### src/hdl/alu_config.svh
`ifndef ALU_CONFIG_SVH
`define ALU_CONFIG_SVH

// operand and result width in bits
`define ALU_WIDTH 16

// step counter width, log2 of the width plus one
`define ALU_CNT_W 5

`endif

### src/hdl/alu_pkg.sv
`include "alu_config.svh"

package alu_pkg;

   // signed operand / result word
   typedef logic signed [`ALU_WIDTH-1:0] operand_t;

   // unsigned magnitude of an operand
   typedef logic [`ALU_WIDTH-1:0] mag_t;

   // launch request, control to one unit
   typedef struct packed {
      logic start;
      mag_t mag_a;
      mag_t mag_b;
   } unit_req_t;

   // unit answer back to control
   // ovf and mag_q only valid with done
   typedef struct packed {
      logic done;
      logic ovf;
      mag_t mag_q;
   } unit_res_t;

endpackage

### src/hdl/alu_control.sv
`timescale 1ns/10ps
`include "alu_config.svh"

module alu_control (
   input  logic                i_clk,
   input  logic                i_nrst,
   input  alu_pkg::operand_t   i_a,
   input  alu_pkg::operand_t   i_b,
   input  logic                i_add,
   input  logic                i_sub,
   input  logic                i_mul,
   input  logic                i_div,
   input  alu_pkg::unit_res_t  i_mul_res,
   input  alu_pkg::unit_res_t  i_div_res,
   output alu_pkg::unit_req_t  o_mul_req,
   output alu_pkg::unit_req_t  o_div_req,
   output alu_pkg::operand_t   o_q,
   output logic                o_ovf,
   output logic                o_accept
);

   // most negative value has no positive magnitude
   localparam alu_pkg::operand_t min_val = {1'b1, {(`ALU_WIDTH-1){1'b0}}};

   logic                busy;
   logic                sign_neg;
   alu_pkg::operand_t   sum;
   alu_pkg::operand_t   diff;
   logic                add_ovf;
   logic                sub_ovf;
   logic                a_neg;
   logic                b_neg;
   logic                mul_rej;
   logic                div_rej;
   alu_pkg::mag_t       mag_a;
   alu_pkg::mag_t       mag_b;
   alu_pkg::unit_res_t  unit_res;

   assign a_neg = i_a[`ALU_WIDTH-1];
   assign b_neg = i_b[`ALU_WIDTH-1];

   // one cycle add / sub with wraparound
   assign sum  = i_a + i_b;
   assign diff = i_a - i_b;
   // same signs in, other sign out
   assign add_ovf = (a_neg == b_neg) && (sum[`ALU_WIDTH-1] != a_neg);
   // differing signs and result flips away from a
   assign sub_ovf = (a_neg != b_neg) && (diff[`ALU_WIDTH-1] != a_neg);

   // rejected before any unit starts
   assign mul_rej = (i_a == min_val) || (i_b == min_val);
   assign div_rej = mul_rej || (i_b == '0);

   // magnitudes fit since min value is rejected
   assign mag_a = a_neg ? alu_pkg::mag_t'(-i_a) : alu_pkg::mag_t'(i_a);
   assign mag_b = b_neg ? alu_pkg::mag_t'(-i_b) : alu_pkg::mag_t'(i_b);

   // only the running unit ever raises done
   assign unit_res = i_mul_res.done ? i_mul_res : i_div_res;

   always_ff @(posedge i_clk or negedge i_nrst) begin
      if (!i_nrst) begin
         busy      <= 1'b0;
         sign_neg  <= 1'b0;
         o_mul_req <= '0;
         o_div_req <= '0;
         o_q       <= '0;
         o_ovf     <= 1'b0;
         o_accept  <= 1'b0;
      end else begin
         // pulses by default
         o_accept        <= 1'b0;
         o_mul_req.start <= 1'b0;
         o_div_req.start <= 1'b0;
         if (!busy) begin
            // priority add, sub, mul, div
            if (i_add) begin
               o_q      <= add_ovf ? '0 : sum;
               o_ovf    <= add_ovf;
               o_accept <= 1'b1;
            end else if (i_sub) begin
               o_q      <= sub_ovf ? '0 : diff;
               o_ovf    <= sub_ovf;
               o_accept <= 1'b1;
            end else if (i_mul) begin
               if (mul_rej) begin
                  o_q      <= '0;
                  o_ovf    <= 1'b1;
                  o_accept <= 1'b1;
               end else begin
                  o_mul_req <= '{start: 1'b1, mag_a: mag_a, mag_b: mag_b};
                  sign_neg  <= a_neg ^ b_neg;
                  busy      <= 1'b1;
               end
            end else if (i_div) begin
               if (div_rej) begin
                  o_q      <= '0;
                  o_ovf    <= 1'b1;
                  o_accept <= 1'b1;
               end else begin
                  o_div_req <= '{start: 1'b1, mag_a: mag_a, mag_b: mag_b};
                  sign_neg  <= a_neg ^ b_neg;
                  busy      <= 1'b1;
               end
            end
         end else if (unit_res.done) begin
            // strobes ignored while a unit runs
            if (unit_res.ovf) begin
               o_q   <= '0;
               o_ovf <= 1'b1;
            end else begin
               // negating zero stays zero
               o_q   <= sign_neg ? -alu_pkg::operand_t'(unit_res.mag_q)
                                 : alu_pkg::operand_t'(unit_res.mag_q);
               o_ovf <= 1'b0;
            end
            o_accept <= 1'b1;
            busy     <= 1'b0;
         end
      end
   end

   // one unit at a time, answering only while launched
   a_one_unit: assert property (@(posedge i_clk) disable iff (!i_nrst)
      (i_mul_res.done || i_div_res.done) |->
         (busy && !(i_mul_res.done && i_div_res.done)));

   // every operation ends in a single pulse
   a_accept_pulse: assert property (@(posedge i_clk) disable iff (!i_nrst)
      o_accept |=> !o_accept);

endmodule

### src/hdl/restoring_divider.sv
`timescale 1ns/10ps
`include "alu_config.svh"

module restoring_divider (
   input  logic                i_clk,
   input  logic                i_nrst,
   input  alu_pkg::unit_req_t  i_req,
   output alu_pkg::unit_res_t  o_res
);

   // index of the final step
   localparam logic [`ALU_CNT_W-1:0] last_step = `ALU_CNT_W'(`ALU_WIDTH - 1);

   logic                       busy;
   logic                       done_r;
   logic [`ALU_CNT_W-1:0]      cnt;
   // dividend shifts out the top, quotient shifts in the bottom
   alu_pkg::mag_t              dq;
   alu_pkg::mag_t              rem;
   alu_pkg::mag_t              dvs;
   alu_pkg::mag_t              src_dq;
   alu_pkg::mag_t              src_rem;
   alu_pkg::mag_t              src_dvs;
   alu_pkg::mag_t              shifted;
   logic [`ALU_WIDTH:0]        trial;
   logic                       fits;

   // first step works straight off the request
   assign src_dq  = i_req.start ? i_req.mag_a : dq;
   assign src_rem = i_req.start ? '0 : rem;
   assign src_dvs = i_req.start ? i_req.mag_b : dvs;

   // remainder stays below divisor, top bit always clear
   assign shifted = {src_rem[`ALU_WIDTH-2:0], src_dq[`ALU_WIDTH-1]};
   assign trial   = {1'b0, shifted} - {1'b0, src_dvs};
   // no borrow, keep the difference
   assign fits    = !trial[`ALU_WIDTH];

   // datapath, one quotient bit per step
   always_ff @(posedge i_clk) begin
      if (i_req.start || busy) begin
         rem <= fits ? trial[`ALU_WIDTH-1:0] : shifted;
         dq  <= {src_dq[`ALU_WIDTH-2:0], fits};
         dvs <= src_dvs;
      end
   end

   // step counter
   always_ff @(posedge i_clk or negedge i_nrst) begin
      if (!i_nrst) begin
         busy   <= 1'b0;
         done_r <= 1'b0;
         cnt    <= '0;
      end else begin
         done_r <= 1'b0;
         if (i_req.start) begin
            // step zero done on this edge
            busy <= 1'b1;
            cnt  <= `ALU_CNT_W'(1);
         end else if (busy) begin
            if (cnt == last_step) begin
               busy   <= 1'b0;
               done_r <= 1'b1;
               cnt    <= '0;
            end else begin
               cnt <= cnt + 1'b1;
            end
         end
      end
   end

   // zero divisor is caught in control, so no overflow here
   assign o_res = '{done: done_r, ovf: 1'b0, mag_q: dq};

   a_no_restart: assert property (@(posedge i_clk) disable iff (!i_nrst)
      i_req.start |-> !busy);

   // control rejects a zero divisor
   a_div_nonzero: assert property (@(posedge i_clk) disable iff (!i_nrst)
      i_req.start |-> (i_req.mag_b != '0));

endmodule

### src/hdl/sequential_alu.sv
`timescale 1ns/10ps

module sequential_alu (
   input  logic               i_clk,
   input  logic               i_nrst,
   input  alu_pkg::operand_t  i_a,
   input  alu_pkg::operand_t  i_b,
   input  logic               i_add,
   input  logic               i_sub,
   input  logic               i_mul,
   input  logic               i_div,
   output alu_pkg::operand_t  o_q,
   output logic               o_ovf,
   output logic               o_accept
);

   // requests out to the units
   alu_pkg::unit_req_t  mul_req;
   alu_pkg::unit_req_t  div_req;
   // answers back to control
   alu_pkg::unit_res_t  mul_res;
   alu_pkg::unit_res_t  div_res;

   // decode, add/sub, sign handling, output regs
   alu_control alu_control_i (
      .i_clk      (i_clk),
      .i_nrst     (i_nrst),
      .i_a        (i_a),
      .i_b        (i_b),
      .i_add      (i_add),
      .i_sub      (i_sub),
      .i_mul      (i_mul),
      .i_div      (i_div),
      .i_mul_res  (mul_res),
      .i_div_res  (div_res),
      .o_mul_req  (mul_req),
      .o_div_req  (div_req),
      .o_q        (o_q),
      .o_ovf      (o_ovf),
      .o_accept   (o_accept)
   );

   // unsigned magnitude multiply
   shift_add_multiplier shift_add_multiplier_i (
      .i_clk   (i_clk),
      .i_nrst  (i_nrst),
      .i_req   (mul_req),
      .o_res   (mul_res)
   );

   // unsigned magnitude divide
   restoring_divider restoring_divider_i (
      .i_clk   (i_clk),
      .i_nrst  (i_nrst),
      .i_req   (div_req),
      .o_res   (div_res)
   );

endmodule

### src/hdl/shift_add_multiplier.sv
`timescale 1ns/10ps
`include "alu_config.svh"

module shift_add_multiplier (
   input  logic                i_clk,
   input  logic                i_nrst,
   input  alu_pkg::unit_req_t  i_req,
   output alu_pkg::unit_res_t  o_res
);

   logic                    busy;
   logic                    done_r;
   logic                    ovf_r;
   alu_pkg::mag_t           acc;
   alu_pkg::mag_t           mcand;
   alu_pkg::mag_t           mplier;
   // one extra bit to see the carry out
   logic [`ALU_WIDTH:0]     sum;
   logic                    range_err;

   // add shifted multiplicand on a set low bit
   assign sum = {1'b0, acc} + (mplier[0] ? {1'b0, mcand} : '0);

   // sum above 2^(W-1)-1, or multiplicand already too big
   // while multiplier bits remain
   assign range_err = mcand[`ALU_WIDTH-1] || (sum[`ALU_WIDTH:`ALU_WIDTH-1] != 2'b00);

   // datapath
   always_ff @(posedge i_clk) begin
      if (i_req.start) begin
         acc    <= '0;
         mcand  <= i_req.mag_a;
         mplier <= i_req.mag_b;
      end else if (busy) begin
         acc    <= sum[`ALU_WIDTH-1:0];
         mcand  <= mcand << 1;
         mplier <= mplier >> 1;
      end
   end

   // run control
   always_ff @(posedge i_clk or negedge i_nrst) begin
      if (!i_nrst) begin
         busy   <= 1'b0;
         done_r <= 1'b0;
         ovf_r  <= 1'b0;
      end else begin
         done_r <= 1'b0;
         if (i_req.start) begin
            busy  <= 1'b1;
            ovf_r <= 1'b0;
         end else if (busy) begin
            if (mplier == '0) begin
               // nothing left to add
               busy   <= 1'b0;
               done_r <= 1'b1;
               ovf_r  <= 1'b0;
            end else if (range_err) begin
               // early exit
               busy   <= 1'b0;
               done_r <= 1'b1;
               ovf_r  <= 1'b1;
            end
         end
      end
   end

   assign o_res = '{done: done_r, ovf: ovf_r, mag_q: acc};

   // control holds off until accept
   a_no_restart: assert property (@(posedge i_clk) disable iff (!i_nrst)
      i_req.start |-> !busy);

endmodule

### config.mk
export PLATFORM = sky130hd
export DESIGN_NAME = sequential_alu
export DESIGN_NICKNAME = d
export VERILOG_FILES = /design/src/hdl/alu_pkg.sv /design/src/hdl/alu_control.sv /design/src/hdl/restoring_divider.sv /design/src/hdl/sequential_alu.sv /design/src/hdl/shift_add_multiplier.sv
export VERILOG_INCLUDE_DIRS = /design/src /design/src/hdl
export SDC_FILE = /design/constraint.sdc
export NUM_CORES = 1
export LEC_CHECK = 0
export BUFFER_PORTS_ARGS = -buffer_cell sky130_fd_sc_hd__buf_4
export CAP_MARGIN = 20
export CORE_AREA = 3 3 175 126
export CTS_CLUSTER_SIZE = 40
export DETAILED_ROUTE_END_ITERATION = 8
export DIE_AREA = 0 0 178 129
export PLACE_DENSITY = 0.77
export SLEW_MARGIN = 20
export SYNTH_ARGS = -nofsm -noshare
export SYNTH_HDL_FRONTEND = slang
export SYNTH_SLANG_ARGS = --single-unit
export TNS_END_PERCENT = 100
### constraint.sdc
create_clock -name i_clk -period 7.1 [get_ports i_clk]
set_input_delay 1.065 -clock i_clk [delete_from_list [all_inputs] [get_ports i_clk]]
set_output_delay 1.065 -clock i_clk [all_outputs]
set_load 0.01 [all_outputs]
Word level (Yosys, flattened, before mapping):

Cells that the tools add are included.

* multipliers: 0
* equality and inequality tests: 11
* div/mod/pow operators: 0
* mux-type cells: 85
* shift operators: 0
* add/subtract/negate cells: 8
* bitwise operators: 7
* magnitude comparators: 0
* reduce and logical (&&, ||, !) cells: 21

Operator list (number)
* 33-bit two-way mux: 11
* 16-bit two-way mux: 21
* 16-bit negation: 3
* 1-bit two-way mux: 47
* 16-bit == test (second input constant): 2
* 16-bit zero test: 2
* 15-bit two-way mux: 2
* 18-bit two-way mux: 1
* 16-bit by 17-bit adder with 17-bit output: 1
* 16-bit by 16-bit subtractor with 17-bit output: 1
* 16-bit adder: 1
* 16-bit subtractor: 1
* 5-bit two-way mux: 3
* 6-bit AND reduction: 2
* 5-bit nonzero test: 2
* 2-bit nonzero test: 4
* 2-bit inequality test (second input constant): 3
* 1-bit NOT: 6
* 5-bit by 1-bit adder with 5-bit output (second input constant): 1
* 5-bit by 4-bit == test with 1-bit output (second input constant): 1
* 5-bit by 3-bit inequality test with 1-bit output (second input constant): 1
* 5-bit AND reduction: 1
* 1-bit logical OR: 4
* 4-bit AND reduction: 1
* other kinds (7): 10

* input port bits: 38
* register bits: 191
* bits in latches: 0
* memory bits (read-only): 0
* RAM bits: 0
* memories: 0

Logic depth before layout (Yosys ltp):

* depth in word-level cells: 9
* depth in mapped cells: 16
* mapped depth without buffers: 12

By module:

From an unflattened synthesis, not the netlist that was laid out.

* cells, all modules: 1269
* area, all modules: 12348.1 um2

Modules (own cells, without submodules)
* alu_control: cells each 709, times used 1, area each 6129.6 um2, sequential area each 2152.1 um2
* restoring_divider: cells each 290, times used 1, area each 3271.9 um2, sequential area each 1586.5 um2
* shift_add_multiplier: cells each 270, times used 1, area each 2946.6 um2, sequential area each 1356.3 um2

Least setup slack after synthesis:

No wires, ideal clock.

* path kind: register -> register
* from: register alu_control_i.o_div_req[32] in the netlist's numbering
* to: register restoring_divider_i.rem[10] (data pin)
* cell stages (with the launch flop): 17
* arrival time: 4119 ps
* path slack: 2721 ps
* path through: dfrtp_1 > clkbuf_1 > buf_1 > buf_1 > mux2_2 > ha_1 > fa_1 > nor2b_1 > o31a_1 > o211ai_1 > a311oi_1 > o21a_1 > o21ai_0 > a21o_1 > clkbuf_1 > buf_1 > mux2_2

* longest elaborated chain between the ends: 3
* elaborated cells on any way between the ends: 5
* classes of those cells: add/sub: 1; mux: 4

Ends and longest elaborated chain
* start: declaration: line alu_control.sv:16 `output alu_pkg::unit_req_t o_div_req,`
* start signal: assignment: line alu_control.sv:101 `o_div_req <= '{start: 1'b1, mag_a: mag_a, mag_b: mag_b};`
* 16-bit two-way mux: line restoring_divider.sv:31 `assign src_dvs = i_req.start ? i_req.mag_b : dvs;`
* named net restoring_divider_i.src_dvs[0]: line restoring_divider.sv:23 `alu_pkg::mag_t src_dvs;`
* 16-bit by 16-bit subtractor with 17-bit output: line restoring_divider.sv:35 `assign trial = {1'b0, shifted} - {1'b0, src_dvs};`
* 15-bit two-way mux: line restoring_divider.sv:42 `` rem <= fits ? trial[`ALU_WIDTH-1:0] : shifted; ``
* end signal: assignment: line restoring_divider.sv:42
* end: declaration: line restoring_divider.sv:19 `alu_pkg::mag_t rem;`

The timed path passes the listed nets, and every way through them passes these cells.
A chain may end at the register's enable or synchronous reset.

Worst setup path after layout:

* from: register alu_control_i.o_div_req[32] in the netlist's numbering
* to: register restoring_divider_i.rem[2] (data pin)

* longest elaborated chain between the ends: 3
* elaborated cells on any way between the ends: 5
* classes of those cells: add/sub: 1; mux: 4

Ends and longest elaborated chain
* 16-bit two-way mux (tied with other cells): line restoring_divider.sv:29 `assign src_dq = i_req.start ? i_req.mag_a : dq;`
* 16-bit by 16-bit subtractor with 17-bit output: line restoring_divider.sv:35
* 15-bit two-way mux *: line restoring_divider.sv:42

Mark *: on every way between the ends. The rest lies on a longest branch, timed or not.

==> impl_metrics.json <==
{
  "die-width_um": 178,
  "hold-worst-slack_ns": 0.469,
  "root_buffer": "clkbuf_16",
  "cts_sinks": 191,
  "netlist_top_cells_area": "dfrtp_1, edfxtp_1, mux2_2",
  "synth_cell_types": 71,
  "arrival_ns": 4.74,
  "netlist_area_sq_um": 12200,
  "ys_seq_area_share_pct": 41.7,
  "synth_ff_type": "dfrtp_1",
  "tightest_slew_ns": 1.07,
  "cts_hold_buf": 0,
  "cpMostUsedCell": "o21a_1",
  "status": "finished clean",
  "timing.final.crit_share_pct": 64.1,
  "rsz0062_at_grt": "false",
  "power_density_nw_per_um2": 407,
  "path_class": "reg -> reg",
  "design_area_sq_um": 13400,
  "vdd_drop_max_v": 0.000216,
  "synth_top_area_share_pct": 19.7,
  "cp_cell_sequence": "buf_4 -> mux2i_1 -> ha_1 -> o21a_1 -> o31a_1 -> o211ai_1 -> a311oi_1 -> o21a_1 -> o21ai_0 -> a21o_1 -> mux2_2",
  "p_total_mw": 5.44,
  "nets": 1378,
  "min_period_ns": 4.55,
  "finalWorstSetupSlack_ns": 2.55,
  "std_cell_rows": 44,
  "drive_gt1_share_pct": 15.0,
  "setup_viol_count_final": 0,
  "grt_pass1_wl_mm": 50.9,
  "cts_setup_buffers": 0,
  "clock_latency_ns": 0.44,
  "slowest_stage": "dfrtp_2",
  "cts_tree": "yes",
  "critPathCaptureType": "flop",
  "overflow": 0,
  "core_sq_um": 20500,
  "vias": 9835,
  "synthesis.nets": 1358,
  "yosys_warnings": 0,
  "first_global_vias": 9157,
  "max_stage_delay_ns": 0.93,
  "place_area_sq_um": 12800,
  "relSlewSlack_pct": 28.9,
  "first_iter_violations": 991,
  "grt_max_degree": 61,
  "ys_top_cells_by_count": "nor2_1, a21oi_1, dfrtp_1, mux2_2, edfxtp_1",
  "clock_path_buffers": 2,
  "place_ws_ns": 2.53,
  "port_buffers": 55,
  "grtUsageTotal_pct": 28.5,
  "hold_violations": 0,
  "area_growth_syn_to_layout_pct": 9.54,
  "drc": 0,
  "antenna_cells": 0,
  "dr.pass1.iters": 7,
  "cts.clk_slew.worst_paths_ns": 0.07,
  "htreeDepth": 4,
  "syn_inst": 1250,
  "instances_no_fill": 1559,
  "dieArea_sq_um": 23000,
  "place.gp.congestion": 0.974,
  "max_freq_mhz": 220,
  "synth_top_area_cell": "dfrtp_1",
  "ys_ff_latch": 191,
  "io_pins": 56,
  "cp.required_ns": 7.29,
  "power_leakage_nw": 5.42,
  "wl_per_cell_um": 20.8,
  "fin_util_pct": 65.1,
  "dpl.cell_count": 1527,
  "dpl.hpwl_mm": 24.0,
  "start_util_pct": 59.5,
  "viasPerCell": 6.31,
  "crit_path_start_kind": "flop",
  "worst_clock_skew_ns": 0.0110,
  "synth.avg_cell_area_sq_um": 9.77,
  "setup_tns_ns": 0,
  "synth_edf_count": 79,
  "die_h_um": 129,
  "post-synth-top-count-cell": "nor2_1",
  "numCtsBuffers": 17,
  "maxSlewViolCount": 0,
  "maxCapViolations": 0,
  "antenna_found_initial": 0,
  "ctsResizeCount": 0,
  "ant_nets": 0,
  "worstHoldPathType": "reg -> reg",
  "wl_mm": 32.4,
  "worst-path-max-fanout": 41,
  "async_reset_ff_share_pct": 50.3
}
## final cells by class
cell class	instances	area, sq um
clock inverter	14	125
fill	1650	7160
clock buffer	18	450
multi-input combinational	930	6640
timing repair buffer	62	465
tap	276	345
sequential	191	5100
inverter	68	255
## worst paths after layout
| path | start | endpoint | slack (ns) | cells past startpoint |
|---|---|---|---|---|
| worst max register to register | alu_control_i.o_div_req[32]$_DFF_PN0_ | restoring_divider_i.rem[2]$_DFFE_PP_ | 2.55 | 11 |
| worst min-delay path | restoring_divider_i.cnt[4]$_DFFE_PN0P_ | restoring_divider_i.done_r$_DFF_PN0_ | 0.47 | 1 |
| worst min register to register | restoring_divider_i.cnt[4]$_DFFE_PN0P_ | restoring_divider_i.done_r$_DFF_PN0_ | 0.47 | 1 |
| max in group asynchronous | i_nrst | alu_control_i.o_mul_req[32]$_DFF_PN0_ | 5.29 | 2 |
| min in group asynchronous | i_nrst | alu_control_i.o_div_req[10]$_DFFE_PN0P_ | 0.60 | 1 |
| worst max-delay path | alu_control_i.o_div_req[32]$_DFF_PN0_ | restoring_divider_i.rem[2]$_DFFE_PP_ | 2.55 | 11 |
## state kept, by name (all words and copies together) (netlist names), 16 cells and up
signal and cells:
shift_add_multiplier_i.mplier 16, restoring_divider_i.dvs 16, shift_add_multiplier_i.acc 16, alu_control_i.o_q 16
alu_control_i.o_div_req 33, restoring_divider_i.dq 16, alu_control_i.o_mul_req 33, shift_add_multiplier_i.mcand 16
## layout by cell type, fill, tap and decap left out, types with 14 or more instances in the layout
cell type and n:
a21oi_1 107, and2_1 23, buf_4 62, clkbuf_16 18
dfrtp_1 94, dfxtp_1 16, edfxtp_1 79, ha_1 66
inv_1 67, mux2_2 81, mux2i_1 42, nand2_1 59
nand2b_1 16, nand3_1 17, nor2_1 112, nor2b_1 27
nor3_1 43, nor4_1 14, o211ai_1 14, o21a_1 17
o21ai_0 50, o31ai_1 15, or3_1 17, xnor2_1 50
xor2_1 14
## logic make-up after synthesis
kind of cell             after synthesis  synth area share, %
adder cells (fa/ha/maj)               70                 7.42
AO/OA/AOI/OAI                        297                 15.8
buffers and inverters                129                 4.01
multiplexers                         123                 10.9
AND/OR/NAND/NOR                      376                 15.6
flip-flops                           191                 41.7
XOR/XNOR                              64                 4.59
## report_power, final
group	internal, mW	switching, mW
Clock	0.481	0.471
Sequential	1.73	0.350
Combinational	1.09	1.31
Total	3.31	2.13
## layer usage
| layer | GRT usage [%] | up-vias | part of all wire [%] | wire [um] |
|---|---|---|---|---|
| met1 | 44.0 | 4793 | 48 | 15500 |
| met2 | 41.0 | 381 | 42 | 13600 |
| met3 | 6.37 | 38 | 9.1 | 2940 |
| met5 | 0 | - | 0 | 0 |
| met4 | 6.41 | 0 | 1.3 | 429 |
| li1 | - | 4623 | - | - |
## worst max-delay path: cells and delay by family, from the launching register on
family          cells  cell delay (ns)
buf+inv             1             0.41
fa+ha+maj           1             0.30
compound gates      7             1.95
mux                 2             0.69
flops               1             0.93
Power figures use the tool's default switching activity.
